===== config.mk =====
export PLATFORM = sky130hd
export DESIGN_NAME = rv32v_decode_stage
export DESIGN_NICKNAME = d
export VERILOG_FILES = /design/src/verilog/rv32v_exec_pkg.sv /design/src/verilog/rv32v_types_pkg.sv /design/src/verilog/rv32v_decode_if.sv /design/src/verilog/rv32v_decode_collect.sv /design/src/verilog/rv32v_decode_stage.sv /design/src/verilog/rv32v_field_split.sv /design/src/verilog/rv32v_opm_decode.sv
export VERILOG_INCLUDE_DIRS = /design/src /design/src/verilog
export SDC_FILE = /design/constraint.sdc
export NUM_CORES = 1
export LEC_CHECK = 0
export BUFFER_PORTS_ARGS = -buffer_cell sky130_fd_sc_hd__buf_4
export CORE_MARGIN = 3
export CORE_UTILIZATION = 41
export CTS_BUF_LIST = sky130_fd_sc_hd__clkbuf_2
export DETAILED_ROUTE_END_ITERATION = 6
export PLACE_DENSITY = 0.68
export SLEW_MARGIN = 20
export SYNTH_ARGS = -nofsm -noshare
export SYNTH_HDL_FRONTEND = slang
export SYNTH_SLANG_ARGS = --single-unit

===== constraint.sdc =====
create_clock -name CLK -period 1.6 [get_ports CLK]
set_clock_uncertainty 0.15 [all_clocks]
set_input_delay 0.16 -clock CLK [delete_from_list [all_inputs] [get_ports CLK]]
set_output_delay 0.16 -clock CLK [all_outputs]
set_load 0.05 [all_outputs]

===== src/verilog/rv32v_config.svh =====
// ********************
// vector decode stage build parameters
// ********************
`ifndef RV32V_CONFIG_SVH
`define RV32V_CONFIG_SVH

// decode slots per bundle, any value of 1 or more
`define RV32V_ISSUE_WIDTH 2

`define RV32V_INSTR_W 32

`endif


===== src/verilog/rv32v_exec_pkg.sv =====
// ********************
// execution unit control types
// ********************
`default_nettype none

package rv32v_exec_pkg;

    typedef enum logic [2:0] {
        VFU_ALU, VFU_RED, VFU_MSK, VFU_DIV, VFU_MUL, VFU_PASS_VS2
    } vfu_t;

    typedef enum logic [3:0] {
        VALU_ADD, VALU_SUB, VALU_AND, VALU_OR, VALU_XOR, VALU_MIN,
        VALU_MAX, VALU_ANDN, VALU_NAND, VALU_NOR, VALU_XNOR, VALU_EXT
    } valuop_t;

    typedef enum logic [1:0] {VMSK_AND, VMSK_CNT, VMSK_FST} vmaskop_t;

    typedef enum logic [2:0] {
        UNFUSED, VMUL_MADD, VMUL_NMSUB, VMUL_MACC, VMUL_NMSAC
    } vmulop_t;

    typedef enum logic [1:0] {SIGNED, UNSIGNED, SIGNED_UNSIGNED} vsigntype_t;

    typedef struct packed {
        vfu_t       vfu;
        valuop_t    valuop;
        vmulop_t    vmulop;
        logic       vmulrethigh;    // keep upper half of product
        logic       vdivremainder;
        vmaskop_t   vmaskop;
        vsigntype_t vsigntype;
        logic       vopunsigned;
    } vexec_t;

    localparam vexec_t VEXEC_DEFAULT = '{
        vfu: VFU_ALU, valuop: VALU_ADD, vmulop: UNFUSED, vmulrethigh: 1'b0,
        vdivremainder: 1'b0, vmaskop: VMSK_AND, vsigntype: SIGNED, vopunsigned: 1'b0
    };

endpackage

`default_nettype wire


===== src/verilog/rv32v_types_pkg.sv =====
// ********************
// vector instruction encoding types
// ********************
`default_nettype none
`include "rv32v_config.svh"

package rv32v_types_pkg;

    typedef logic [`RV32V_INSTR_W-1:0] instr_t;
    typedef logic [6:0] vopcode_t;
    typedef logic [2:0] vfunct3_t;
    typedef logic [4:0] vsel_t;     // vs1 field, also selects unary ops
    typedef logic [1:0] vsew_t;     // 0 is 8 bit, 3 is 64 bit

    localparam vopcode_t VOPC_OPV  = 7'b1010111;
    localparam vfunct3_t VF3_OPMVV = 3'd2;
    localparam vfunct3_t VF3_OPMVX = 3'd6;

    // OPM funct6 codes handled by this stage
    typedef enum logic [5:0] {
        VREDSUM   = 6'b000000, VREDAND   = 6'b000001,
        VREDOR    = 6'b000010, VREDXOR   = 6'b000011,
        VREDMINU  = 6'b000100, VREDMIN   = 6'b000101,
        VREDMAXU  = 6'b000110, VREDMAX   = 6'b000111,
        VWXUNARY0 = 6'b010000, VXUNARY0  = 6'b010010,
        VMANDN    = 6'b011000, VMAND     = 6'b011001,
        VMOR      = 6'b011010, VMXOR     = 6'b011011,
        VMORN     = 6'b011100, VMNAND    = 6'b011101,
        VMNOR     = 6'b011110, VMXNOR    = 6'b011111,
        VDIVU     = 6'b100000, VDIV      = 6'b100001,
        VREMU     = 6'b100010, VREM      = 6'b100011,
        VMULHU    = 6'b100100, VMUL      = 6'b100101,
        VMULHSU   = 6'b100110, VMULH     = 6'b100111,
        VMADD     = 6'b101001, VNMSUB    = 6'b101011,
        VMACC     = 6'b101101, VNMSAC    = 6'b101111,
        VWADDU    = 6'b110000, VWADD     = 6'b110001,
        VWSUBU    = 6'b110010, VWSUB     = 6'b110011,
        VWADDU_W  = 6'b110100, VWADD_W   = 6'b110101,
        VWSUBU_W  = 6'b110110, VWSUB_W   = 6'b110111
    } vopm_t;

endpackage

`default_nettype wire

===== src/verilog/rv32v_decode_if.sv =====
// ********************
// one decode slot, fields in and controls out
// ********************
`timescale 1ns/1ps
`default_nettype none

interface rv32v_decode_if;
    import rv32v_types_pkg::*;
    import rv32v_exec_pkg::*;

    vopm_t    vopm;
    vfunct3_t vfunct3;
    vsel_t    vs1_sel;
    vsew_t    vsew;

    vexec_t   vexec;
    logic     valid;
    vsew_t    veew_src2;        // element width of vs2
    logic     disable_mask;
    logic     vuse_vd;          // vd read as third source

    modport split (output vopm, vfunct3, vs1_sel, vsew);
    modport dec (input vopm, vfunct3, vs1_sel, vsew,
                 output vexec, valid, veew_src2, disable_mask, vuse_vd);
    modport collect (input vexec, valid, veew_src2, disable_mask, vuse_vd);
endinterface

`default_nettype wire


===== src/verilog/rv32v_decode_collect.sv =====
// ********************
// output register, legal mask and output strobe
// ********************
`timescale 1ns/1ps
`default_nettype none
`include "rv32v_config.svh"

module rv32v_decode_collect (
    input  logic                                              CLK,
    input  logic                                              rst_n,
    input  logic [`RV32V_ISSUE_WIDTH:0]                       slot_live,
    rv32v_decode_if.collect                                   slot [`RV32V_ISSUE_WIDTH],
    output logic                                              out_valid,
    output logic [`RV32V_ISSUE_WIDTH-1:0]                     out_legal,
    output rv32v_exec_pkg::vexec_t [`RV32V_ISSUE_WIDTH-1:0]   out_vexec,
    output rv32v_types_pkg::vsew_t [`RV32V_ISSUE_WIDTH-1:0]   out_veew_src2,
    output logic [`RV32V_ISSUE_WIDTH-1:0]                     out_disable_mask,
    output logic [`RV32V_ISSUE_WIDTH-1:0]                     out_vuse_vd
);
    import rv32v_exec_pkg::*;

    always_ff @(posedge CLK) begin
        if (!rst_n) begin
            out_valid <= 1'b0;
        end else begin
            out_valid <= |slot_live;    // top bit covers an all-illegal bundle
        end
    end

    for (genvar i = 0; i < `RV32V_ISSUE_WIDTH; i++) begin : g_slot
        always_ff @(posedge CLK) begin
            if (!rst_n) begin
                out_legal[i]        <= 1'b0;
                out_vexec[i]        <= VEXEC_DEFAULT;
                out_veew_src2[i]    <= '0;
                out_disable_mask[i] <= 1'b0;
                out_vuse_vd[i]      <= 1'b0;
            end else begin
                out_legal[i] <= slot_live[i] && slot[i].valid;
                if (slot_live[`RV32V_ISSUE_WIDTH]) begin   // hold between bundles
                    out_vexec[i]        <= slot[i].vexec;
                    out_veew_src2[i]    <= slot[i].veew_src2;
                    out_disable_mask[i] <= slot[i].disable_mask;
                    out_vuse_vd[i]      <= slot[i].vuse_vd;
                end
            end
        end
    end
endmodule

`default_nettype wire


===== src/verilog/rv32v_decode_stage.sv =====
// ********************
// OPM decode stage top, field split, slot decoders, collector
// ********************
`timescale 1ns/1ps
`default_nettype none
`include "rv32v_config.svh"

module rv32v_decode_stage (
    input  logic                                              CLK,
    input  logic                                              rst_n,
    input  logic                                              in_valid,
    input  rv32v_types_pkg::instr_t [`RV32V_ISSUE_WIDTH-1:0]  instr,
    input  rv32v_types_pkg::vsew_t                            vsew,
    output logic                                              out_valid,
    output logic [`RV32V_ISSUE_WIDTH-1:0]                     out_legal,
    output rv32v_exec_pkg::vexec_t [`RV32V_ISSUE_WIDTH-1:0]   out_vexec,
    output rv32v_types_pkg::vsew_t [`RV32V_ISSUE_WIDTH-1:0]   out_veew_src2,
    output logic [`RV32V_ISSUE_WIDTH-1:0]                     out_disable_mask,
    output logic [`RV32V_ISSUE_WIDTH-1:0]                     out_vuse_vd
);
    logic [`RV32V_ISSUE_WIDTH:0] slot_live;    // per slot, plus bundle flag on top

    rv32v_decode_if slot_if [`RV32V_ISSUE_WIDTH] ();

    rv32v_field_split u_split (
        .CLK       (CLK),
        .rst_n     (rst_n),
        .in_valid  (in_valid),
        .instr     (instr),
        .vsew      (vsew),
        .slot_live (slot_live),
        .slot      (slot_if)
    );

    for (genvar i = 0; i < `RV32V_ISSUE_WIDTH; i++) begin : g_dec
        rv32v_opm_decode u_dec (
            .dec (slot_if[i])
        );
    end

    rv32v_decode_collect u_collect (
        .CLK              (CLK),
        .rst_n            (rst_n),
        .slot_live        (slot_live),
        .slot             (slot_if),
        .out_valid        (out_valid),
        .out_legal        (out_legal),
        .out_vexec        (out_vexec),
        .out_veew_src2    (out_veew_src2),
        .out_disable_mask (out_disable_mask),
        .out_vuse_vd      (out_vuse_vd)
    );
endmodule

`default_nettype wire


===== src/verilog/rv32v_field_split.sv =====
// ********************
// input register, field extraction and OP-V check
// ********************
`timescale 1ns/1ps
`default_nettype none
`include "rv32v_config.svh"

module rv32v_field_split (
    input  logic                                            CLK,
    input  logic                                            rst_n,
    input  logic                                            in_valid,
    input  rv32v_types_pkg::instr_t [`RV32V_ISSUE_WIDTH-1:0] instr,
    input  rv32v_types_pkg::vsew_t                          vsew,
    output logic [`RV32V_ISSUE_WIDTH:0]                     slot_live,
    rv32v_decode_if.split                                   slot [`RV32V_ISSUE_WIDTH]
);
    import rv32v_types_pkg::*;

    vsew_t vsew_q;      // one vtype per bundle

    always_ff @(posedge CLK) begin
        if (!rst_n) begin
            slot_live <= '0;
        end else begin
            slot_live[`RV32V_ISSUE_WIDTH] <= in_valid;     // bundle flag
            for (int i = 0; i < `RV32V_ISSUE_WIDTH; i++) begin
                slot_live[i] <= in_valid && (vopcode_t'(instr[i][6:0]) == VOPC_OPV);
            end
        end
    end

    always_ff @(posedge CLK) begin
        if (in_valid) begin
            vsew_q <= vsew;
        end
    end

    for (genvar i = 0; i < `RV32V_ISSUE_WIDTH; i++) begin : g_slot
        always_ff @(posedge CLK) begin
            if (in_valid) begin
                slot[i].vopm    <= vopm_t'(instr[i][31:26]);
                slot[i].vfunct3 <= vfunct3_t'(instr[i][14:12]);
                slot[i].vs1_sel <= vsel_t'(instr[i][19:15]);
            end
        end
        assign slot[i].vsew = vsew_q;
    end
endmodule

`default_nettype wire


===== src/verilog/rv32v_opm_decode.sv =====
// ********************
// OPM funct6 to execution controls, one slot
// ********************
`timescale 1ns/1ps
`default_nettype none

module rv32v_opm_decode (
    rv32v_decode_if.dec dec
);
    import rv32v_types_pkg::*;
    import rv32v_exec_pkg::*;

    always_comb begin
        dec.valid        = 1'b1;
        dec.veew_src2    = dec.vsew;
        dec.vexec        = VEXEC_DEFAULT;
        dec.disable_mask = 1'b0;
        dec.vuse_vd      = 1'b0;

        case (dec.vopm)
            VREDSUM, VREDAND, VREDOR, VREDXOR,
            VREDMINU, VREDMIN, VREDMAXU, VREDMAX: begin
                dec.vexec.vfu = VFU_RED;
                dec.vexec.vopunsigned = (dec.vopm == VREDMINU) || (dec.vopm == VREDMAXU);
                case (dec.vopm)
                    VREDAND: dec.vexec.valuop = VALU_AND;
                    VREDOR: dec.vexec.valuop = VALU_OR;
                    VREDXOR: dec.vexec.valuop = VALU_XOR;
                    VREDMINU, VREDMIN: dec.vexec.valuop = VALU_MIN;
                    VREDMAXU, VREDMAX: dec.vexec.valuop = VALU_MAX;
                    default: dec.vexec.valuop = VALU_ADD;
                endcase
            end
            VWXUNARY0: begin
                case (dec.vs1_sel)
                    5'b00000: dec.vexec.vfu = VFU_PASS_VS2;    // vmv.x.s
                    5'b10000: begin                             // vcpop
                        dec.vexec.vfu = VFU_MSK;
                        dec.vexec.vmaskop = VMSK_CNT;
                    end
                    5'b10001: begin                             // vfirst
                        dec.vexec.vfu = VFU_MSK;
                        dec.vexec.vmaskop = VMSK_FST;
                    end
                    default: ;
                endcase
            end
            VXUNARY0: begin
                dec.vexec.valuop = VALU_EXT;
                dec.vexec.vopunsigned = ~dec.vs1_sel[0];       // even codes are zext
                case (dec.vs1_sel)
                    5'd2, 5'd3: dec.veew_src2 = dec.vsew - 2'd3;    // vf8
                    5'd4, 5'd5: dec.veew_src2 = dec.vsew - 2'd2;    // vf4
                    5'd6, 5'd7: dec.veew_src2 = dec.vsew - 2'd1;    // vf2
                    default: dec.valid = 1'b0;
                endcase
            end
            VMANDN: dec.vexec.valuop = VALU_ANDN;
            VMAND, VMOR, VMXOR, VMORN, VMNAND, VMNOR, VMXNOR: begin
                dec.disable_mask = 1'b1;
                case (dec.vopm)
                    VMAND: dec.vexec.valuop = VALU_AND;
                    VMOR: dec.vexec.valuop = VALU_OR;
                    VMXOR: dec.vexec.valuop = VALU_XOR;
                    VMNAND: dec.vexec.valuop = VALU_NAND;
                    VMXNOR: dec.vexec.valuop = VALU_XNOR;
                    default: dec.vexec.valuop = VALU_NOR;   // vmorn and vmnor
                endcase
            end
            VDIVU, VDIV, VREMU, VREM: begin
                dec.vexec.vfu = VFU_DIV;
                dec.vexec.vdivremainder = dec.vopm[1];
                dec.vexec.vopunsigned = ~dec.vopm[0];
            end
            VMUL: dec.vexec.vfu = VFU_MUL;
            VMULH: begin
                dec.vexec.vfu = VFU_MUL;
                dec.vexec.vmulrethigh = 1'b1;
            end
            VMULHU: begin
                dec.vexec.vfu = VFU_MUL;
                dec.vexec.vmulrethigh = 1'b1;
                dec.vexec.vsigntype = UNSIGNED;
                dec.vexec.vopunsigned = 1'b1;
            end
            VMULHSU: begin
                dec.vexec.vfu = VFU_MUL;
                dec.vexec.vmulrethigh = 1'b1;
                dec.vexec.vsigntype = SIGNED_UNSIGNED;
                dec.vexec.vopunsigned = 1'b1;
            end
            VMADD, VNMSUB, VMACC, VNMSAC: begin
                dec.vexec.vfu = VFU_MUL;
                dec.vuse_vd = 1'b1;     // accumulator comes from vd
                case (dec.vopm)
                    VMADD: dec.vexec.vmulop = VMUL_MADD;
                    VNMSUB: dec.vexec.vmulop = VMUL_NMSUB;
                    VMACC: dec.vexec.vmulop = VMUL_MACC;
                    default: dec.vexec.vmulop = VMUL_NMSAC;
                endcase
            end
            VWADDU, VWADD, VWSUBU, VWSUB,
            VWADDU_W, VWADD_W, VWSUBU_W, VWSUB_W: begin
                // funct6 bit 1 picks sub, bit 0 clear means unsigned
                dec.vexec.valuop = dec.vopm[1] ? VALU_SUB : VALU_ADD;
                dec.vexec.vopunsigned = ~dec.vopm[0];
                if (dec.vopm[2]) begin
                    dec.veew_src2 = dec.vsew + 2'd1;    // .w form, vs2 already wide
                end
            end
            default: dec.valid = 1'b0;
        endcase

        if ((dec.vfunct3 != VF3_OPMVV) && (dec.vfunct3 != VF3_OPMVX)) begin
            dec.valid = 1'b0;   // OPI and OPF space
        end
    end
endmodule

`default_nettype wire


==> flow_summary.toml, run 1 <==
[global_route]
grt.overflow.total = 0
grt_first_pass_wirelength_mm = 14.6
grt_max_degree = 47
track_usage_pct = 18.7
antenna_found_initial = 0
grt_pass1_vias = 3034

[critical_path]
critPathTopFamily = "flip-flops"
cp-startpoint = "u_split.slot[1].vopm[5]"
end_kind = "flop"
required_ns = 1.87
r2r-start = "u_split.slot[1].vopm[5]"
crit_path_cell_trace = "nor4b_4 -> nand2_2 -> buf_4 -> o41a_1 -> a21oi_1"
critPathLaunchType = "flop"
slowest_stage = "edfxtp_1"
worst-setup-path-type = "reg -> reg"
r2r_cells = 5
crit_arrival_ns = 2.08
cp_slowest_stage_delay_ns = 0.49
r2r-end = "u_collect.out_vexec[31]"
reg2reg_slack_ns = -0.20
critPathBufInv = 1
crit_fanout = 2

[clocking]
cts_max_path_buffers = 2
numClockSinks = 76
worstSkewPairLatency_ns = 0.47
cts_tree = "yes"
cts_max_level = 3
root_buffer = "clkbuf_2"
numCtsBuffers = 9
path_clk_slew_ns = 0.20

[timing]
rsz0062_at_grt = "yes"
fin_ws_ns = -0.203
fmax_ghz = 0.555
holdWs_ns = 0.234
tightestPinTransition_ns = 0.396
drv_slew = 0
period_needed_ns = 1.80
hold_viol_final = 0
setup_violations = 22
min_period_over_period_pct = 113
max-slew-margin-rel_pct = 73.6

[yosys]
syn_avg_cell_area_um2 = 9.93
synth_top_family_by_area = "simple AND/OR/NAND/NOR gates"
synth.top_cell.area_share_pct = 27.4
ys_ff_latch = 76
yosysUniqueCellTypes = 56
yosys.area_share.adder_pct = 0
synth_area_leaders = "dfxtp_1 (27%), edfxtp_1 (24%), nand2b_1 (3.6%)"
synth.net_count = 422
synth_flop_cell = "dfxtp_1"
synth_mux_area_share_pct = 0.892
yosys_warnings = 0
synth_edf_count = 28
yosysSeqAreaShare_pct = 51.4
synth_xor_area_share_pct = 0.999
async_flop_share_pct = 0
synthesis.area_um2 = 3510
synth_compound_area_share_pct = 19.7
synth_top_area_cell = "dfxtp_1"
synthSimpleGateAreaFrac_pct = 21.5
synthCells = 353

[detailed_routing]
dr.pass1.iters = 4
postRouteWirelength_mm = 9.32
via_per_inst = 5.15
via_count = 3220
wl_per_cell_um = 14.9
drtIter0Drc = 159
drc = 0
drt.antenna.violating_nets = 0

[cells_and_area]
antenna_cells = 0
utilization_pct = 65.1
drive_above_1_share_pct = 39.4
syn_to_final_growth_pct = 53.3
final_cell_mix = "buf_4 (125), dfxtp_1 (47), dlygate4sd3_1 (38)"
fin_nets = 584
stdcell_count = 625
final_common_cell = "buf_4"

[outcome]
outcome = "complete, but fails checks"
violations = "negative setup slack"

[min_path]
min_to = "u_split.slot[0].vs1_sel[2]"
hold_depth = 2
hp-class = "in -> reg"
min-delay-start = "instr[17]"

[placement]
dp_cells = 554
port_buffers = 89
gp_congestion = 0.888
dpl.hpwl_mm = 5.92
dp_slack_ns = -0.128

[die]
die_h_um = 98.5
initial_utilization_pct = 42.5
top_level_ports = 114
die_area_um2 = 9700
die_w_um = 98.5
rows = 33
core_um2 = 8260

[power_and_ir_drop]
leakage_uw = 0.00219
pwr_density_cell_nw_per_um2 = 826
peakVddDrop_uv = 463

[flow_run]
drv_cap = 0
[layout make-up]
cell class | instances | area, um2
Clock buffer | 10 | 50.0
Sequential cell | 76 | 1800
Fill cell | 678 | 2880
Timing Repair Buffer | 177 | 1490
Clock inverter | 6 | 104
Multi-Input combinational cell | 233 | 1730
Inverter | 18 | 67.6
Tap cell | 105 | 131
[synth_stat cells (5+ instances only)]
cell type	number
a21boi_0	15
a21oi_1	16
a31oi_1	5
and2_1	14
buf_2	10
clkbuf_1	10
dfxtp_1	48
edfxtp_1	28
inv_1	18
nand2_1	22
nand2b_1	20
nand3_1	10
nand3b_1	7
nor2_1	19
nor2b_1	11
nor3_1	6
o21ai_0	17
o22ai_1	10
[cell families after synthesis]
group | Yosys count
AOI/OAI and AO/OA | 98
muxes | 3
buffers and inverters | 44
and+or+nand+nor | 128
DFF | 76
xor gates and xnor gates | 4
[worst max-delay path by stage]
stage	end	slack (ns)	cells past startpoint
final	u_collect.out_vexec[31]	-0.20	5
after global routing	u_collect.out_vexec[31]	-0.27	5
after CTS	u_collect.out_vexec[16]	-0.14	4
after detailed placement	u_collect.out_vexec[4]	-0.13	5
after global placement	u_collect.out_vexec[16]	-0.07	4
after floorplan	u_collect.out_vexec[16]	-0.007	4
[through the flow]
stage | instance area, um2 | setup TNS (ns) | power, uW
final | 5370 | -2.06 | 4440
after global routing | 5370 | -4.29 | 4630
after CTS | 5070 | -1.77 | 4350
after detailed placement | 4440 | -1.15 | 2930
after global placement | 4440 | -0.387 | 2910
after floorplan | 3510 | -0.0119 | 2630
[power by group]
part | switching [uW] | internal (uW)
Sequential | 78.3 | 2100
Clock | 647 | 671
Combinational | 476 | 462
Total | 1200 | 3240
[state kept, by name (all words and copies together), names as in the netlist]
| name | count |
|---|---|
| u_split.slot.vs1_sel | 10 |
| u_collect.out_disable_mask | 2 |
| u_split.slot.vopm | 12 |
| u_split.slot_live | 3 |
| u_collect.out_veew_src2 | 4 |
| u_split.slot.vfunct3 | 4 |
| u_collect.out_vuse_vd | 2 |
| u_collect.out_vexec | 34 |
| u_collect.out_valid | 1 |
| u_split.slot.vsew | 2 |
| u_collect.out_legal | 2 |
[worst register-to-register path: cells and delay by family (launching register included)]
family / cells / cell delay [ns]
flops: 1 / 0.49
compound gates: 2 / 0.49
simple gates: 2 / 0.47
buf+inv: 1 / 0.15
[layer usage]
metal	share of wire, %	track usage (%)
met1	44	25.2
met2	49	29.9
met3	5.1	3.40
met4	2.0	7.14
met5	0	0
[repair_timing]
item,in CTS,in global routing
pin swaps,19,24
gates resized for setup,16,53
hold endpoints to repair,104,0
hold buffers,38,0
buffers inserted,2,18
cloned,0,1
endpoints found under the setup margin,25,39
(Power assumes the default switching activity.)
==> inputs of run 2 (changes only) <==
CTS_BUF_LIST = sky130_fd_sc_hd__clkbuf_4 sky130_fd_sc_hd__clkbuf_8 sky130_fd_sc_hd__clkbuf_16   (was sky130_fd_sc_hd__clkbuf_2)
PLACE_DENSITY = 0.78   (was 0.68)
==> run 2 against run 1 <==
  * The flow finishes with violations (negative hold slack, negative setup slack)
  * Non-clock buffer count is 4 lower
  * Clock power is 4% lower
  * Die area stayed put
  * Maximum frequency is 3.2% higher
  * Register-to-register slack better by 0.06 ns
  * Sequential cell count stayed put
  * First-iteration DRC count is 6.3% lower
  * Sequential share of layout area is 0.16 points higher
  * Total power is 0.98% lower
  * Largest power group unchanged
==> flow_summary.toml, run 2 (synthesized netlist as in run 1, its figures left out) <==
[min_path]
hp-class = "in -> reg"
min-delay-start = "instr[1]"

[timing]
fin_ws_ns = -0.146
holdWs_ns = -0.0427
drv_slew = 0
setup_violations = 17
rsz0062_at_grt = "yes"
fmax_ghz = 0.573
tightestPinTransition_ns = 0.408
period_needed_ns = 1.75
min_period_over_period_pct = 109
max-slew-margin-rel_pct = 72.5
hold_viol_final = 1

[clocking]
cts_tree = "yes"
path_clk_slew_ns = 0.08
worstSkewPairLatency_ns = 0.33
root_buffer = "clkbuf_8"
numClockSinks = 76
cts_max_path_buffers = 2
cts_max_level = 3
numCtsBuffers = 9

[placement]
port_buffers = 89
dp_cells = 555
placed_cell_area_um2 = 4440
dp_slack_ns = -0.117
gp_congestion = 0.838
dpl.hpwl_mm = 6.07

[global_route]
grt_pass1_vias = 3187
track_usage_pct = 18.5
antenna_found_initial = 0
grt_first_pass_wirelength_mm = 14.7
grt_max_degree = 47
grt.overflow.total = 0

[cells_and_area]
top_regs = "u_collect.out_vexec (34), u_split.slot.vopm (12), u_split.slot.vs1_sel (10)"
multi_input_area_um2 = 1720
antenna_cells = 0
syn_to_final_growth_pct = 52.6
fin_nets = 580
largest_reg_flops = 34
stdcell_count = 621
register_area_um2 = 1800
regMostFlops = "u_collect.out_vexec"
fill_cells = 680
finalInstanceArea_um2 = 5350
final_common_cell = "buf_4"
drive_above_1_share_pct = 38.0
final_cell_mix = "buf_4 (125), dfxtp_1 (47), dlygate4sd3_1 (36)"

[detailed_routing]
via_count = 3248
postRouteWirelength_mm = 9.59
via_per_inst = 5.23
drt.antenna.violating_nets = 0
wl_per_cell_um = 15.4
dr.pass1.iters = 5
drtIter0Drc = 149
drc = 0

[critical_path]
crit_fanout = 3
crit_arrival_ns = 1.82
cp-startpoint = "u_split.slot[0].vopm[5]"
worst-setup-path-type = "reg -> reg"
r2r-start = "u_split.slot[0].vopm[5]"
slowest_stage = "edfxtp_1"
cp_slowest_stage_delay_ns = 0.43
end_kind = "flop"
critPathLaunchType = "flop"
crit_path_cell_trace = "nor4b_4 -> and2_1 -> a221oi_2 -> xnor2_1 -> a21oi_1"
required_ns = 1.67

[die]
die_area_um2 = 9700
initial_utilization_pct = 42.5
core_um2 = 8260
top_level_ports = 114
rows = 33
die_h_um = 98.5
die_w_um = 98.5

[power_and_ir_drop]
peakVddDrop_uv = 510
pwr_density_cell_nw_per_um2 = 822
leakage_uw = 0.00219
p_total_uw = 4400

[outcome]
outcome = "complete, but fails checks"
violations = "negative hold slack, negative setup slack"

[flow_run]
drv_cap = 0
-- run 2: layer usage --
| metal | GRT usage (%) | up-vias | share of wire, % |
|---|---|---|---|
| met4 | 7.56 | 0 | 2.0 |
| met3 | 3.96 | 20 | 5.8 |
| met2 | 29.5 | 111 | 48 |
| li1 | - | 1588 | - |
| met1 | 24.5 | 1529 | 44 |
| met5 | 0 | - | 0 |
-- run 2: area by class of cell --
type                            count  area share, %
Sequential cell                    76           33.7
Multi-Input combinational cell    233           32.2
Inverter                           18           1.31
Timing Repair Buffer              173           27.2
Clock buffer                       13           2.88
Tap cell                          105           2.46
Clock inverter                      3          0.257
-- run 2: worst paths after layout --
check / to / slack [ns] / depth (start not counted)
worst max-delay path: u_collect.out_veew_src2[0] / -0.15 / 5
worst min-delay path: u_split.slot_live[0] / -0.04 / 3
worst max register to register: u_collect.out_veew_src2[0] / -0.15 / 5
worst min register to register: u_collect.out_valid / 0.32 / 1
-- run 2: power breakdown --
| part | switching (uW) | total, uW | internal [uW] |
|---|---|---|---|
| logic | 482 | 943 | 462 |
| clock network | 650 | 1270 | 624 |
| registers | 75.7 | 2180 | 2100 |
| total | 1210 | 4400 | 3190 |
-- run 2: per-stage QoR --
stage | setup TNS [ns] | util [%]
after floorplan | -0.0119 | -
after global placement | -0.578 | 53.7
after CTS | -0.851 | 61.2
after detailed placement | -0.951 | 53.7
after global routing | -2.85 | 64.8
final | -1.17 | 64.8
-- run 2: worst max-delay path, delay by kind of cell, from the launching register on --
family	cells	cell delay, ns
AND/OR/NAND/NOR	2	0.64
flip-flops	1	0.43
XOR/XNOR	1	0.23
AO/OA/AOI/OAI	2	0.18
-- run 2: repair_timing --
action	4_1_cts	5_1_grt
hold endpoints to repair	30	1
setup buffers	1	14
hold buffers	36	3
resized for setup	19	54
pin swaps	19	27
setup endpoints to repair	19	40
cloned	0	1
==> inputs of run 3 (changes only) <==
==> constraint.sdc (replaced) <==
create_clock -name CLK -period 1.6 [get_ports CLK]
set_clock_uncertainty 0.15 [all_clocks]
set_input_delay 0.24 -clock CLK [delete_from_list [all_inputs] [get_ports CLK]]
set_output_delay 0.24 -clock CLK [all_outputs]
set_load 0.05 [all_outputs]
==> run 3 against run 2 <==
  * The run ends with negative setup slack left
  * Setup slack improved by 0.025 ns
  * Worst hold slack improved by 0.053 ns
  * Count of clock-buffer cells in the layout fell by 2
==> flow_summary.toml, run 3 (synthesized netlist as in run 1, its figures left out) <==
[outcome]
outcome = "complete, but fails checks"
violations = "negative setup slack"

[cells_and_area]
antenna_cells = 0
fill_cells = 649
stdcell_count = 606
largest_reg_flops = 34
final_cell_mix = "buf_4 (110), dfxtp_1 (47), dlygate4sd3_1 (31)"
regMostFlops = "u_collect.out_vexec"
fin_nets = 565
final_common_cell = "buf_4"
top_regs = "u_collect.out_vexec (34), u_split.slot.vopm (12), u_split.slot.vs1_sel (10)"
drive_above_1_share_pct = 38.3
syn_to_final_growth_pct = 51.9

[critical_path]
end_kind = "flop"
slowest_stage = "edfxtp_1"
crit_path_cell_trace = "buf_6 -> buf_8 -> nor2_4 -> nand4_1 -> o32ai_1 -> and2_1"
critPathLaunchType = "flop"
worst-setup-path-type = "reg -> reg"
crit_arrival_ns = 1.87
cp_slowest_stage_delay_ns = 0.44
crit_fanout = 5
required_ns = 1.75
critPathTopFamily = "simple AND/OR/NAND/NOR gates"
critPathBufInv = 2

[global_route]
antenna_found_initial = 0
grt_pass1_vias = 3075
grt_first_pass_wirelength_mm = 14.7
grt.overflow.total = 0
grt_max_degree = 47
track_usage_pct = 18.5

[timing]
hold_viol_final = 0
period_needed_ns = 1.72
fmax_ghz = 0.581
max-slew-margin-rel_pct = 71.5
min_period_over_period_pct = 108
tightestPinTransition_ns = 0.428
fin_ws_ns = -0.121
fin_setup_tns_ns = -0.991
drv_slew = 0
setup_violations = 17
rsz0062_at_grt = "yes"

[placement]
dpl.hpwl_mm = 5.97
port_buffers = 89
gp_congestion = 0.875
dp_cells = 550

[power_and_ir_drop]
leakage_uw = 0.00214
comb_power_share_pct = 19.5
p_sw_share_pct = 26.6
p_total_uw = 4700
pwr_density_cell_nw_per_um2 = 882
pwr-share-seq_pct = 46.4
peakVddDrop_uv = 515
power.internal_uw = 3450
clkPwrFrac_pct = 34.1
netSwitchingPower_uw = 1250

[die]
top_level_ports = 114
core_um2 = 8260
initial_utilization_pct = 42.5
die_w_um = 98.5
die_h_um = 98.5
rows = 33
die_area_um2 = 9700

[clocking]
numCtsBuffers = 9
root_buffer = "clkbuf_8"
worstSkewPairLatency_ns = 0.34
cts_max_level = 3
cts_tree = "yes"
cts_max_path_buffers = 2
numClockSinks = 76
path_clk_slew_ns = 0.08

[flow_run]
drv_cap = 0

[detailed_routing]
drc = 0
via_count = 3145
wl_per_cell_um = 15.4
drtIter0Drc = 150
postRouteWirelength_mm = 9.30
via_per_inst = 5.19
dr.pass1.iters = 4
drt.antenna.violating_nets = 0

[min_path]
hp-class = "in -> reg"
==> run 3: final timing paths <==
path	start	to	slack, ns	cells after the start
worst max-delay path	u_split.slot[1].vopm[3]	u_collect.out_vexec[18]	-0.12	6
worst min-delay path	instr[5]	u_split.slot_live[0]	0.01	3
worst max register to register	u_split.slot[1].vopm[3]	u_collect.out_vexec[18]	-0.12	6
worst min register to register	u_collect.out_vexec[4]	u_collect.out_vexec[4]	0.32	2
==> run 3: timing repair <==
item                                   4_1_cts  5_1_grt
resized for setup                           22       54
endpoints found under the hold margin       30        0
setup buffers                                5        4
pin swaps                                   20       31
cloned                                       0        1
setup endpoints to repair                   21       41
hold buffers                                33        0
==> run 3: worst register-to-register path, delay by kind of cell (launching register included) <==
| kind | cells | cell delay, ns |
|---|---|---|
| AO/OA/AOI/OAI | 1 | 0.28 |
| buffers and inverters | 2 | 0.30 |
| flip-flops | 1 | 0.44 |
| AND/OR/NAND/NOR | 3 | 0.50 |
==> run 3: power groups by stage <==
stage,combinational [uW],sequential (uW),clock [uW]
after floorplan,323,2310,0
after global placement,694,2210,0
after detailed placement,703,2220,0
after CTS,810,2180,1630
after global routing,980,2190,1700
final,916,2180,1600
==> run 3: final cells by class <==
type / instances / area, um2 / area share (%)
clock buffers: 11 / 139 / 2.61
flip-flops and latches: 76 / 1800 / 33.9
inverters: 18 / 70.1 / 1.32
well taps: 105 / 131 / 2.47
multi-input cells: 233 / 1750 / 32.8
clock inverters: 5 / 76.3 / 1.43
repair buffers: 158 / 1360 / 25.5
==> run 3: metal layers <==
layer	global-route usage, %	up-vias	part of all wire [%]
met1	25.3	1486	44
met4	6.62	0	1.3
met2	29.1	93	49
met5	0	-	0
li1	-	1555	-
met3	3.82	11	5.4
==> run 3: through the flow <==
step | cell area [um2] | worst slack (ns) | utilization, % | hold slack (ns)
after floorplan | 3510 | -0.00712 | - | 0.189
after global placement | 4420 | -0.0944 | 53.6 | 0.269
after detailed placement | 4420 | -0.158 | 53.6 | 0.269
after CTS | 5110 | -0.116 | 61.9 | 0.00881
after global routing | 5330 | -0.234 | 64.5 | 0.0222
final | 5330 | -0.121 | 64.5 | 0.0104
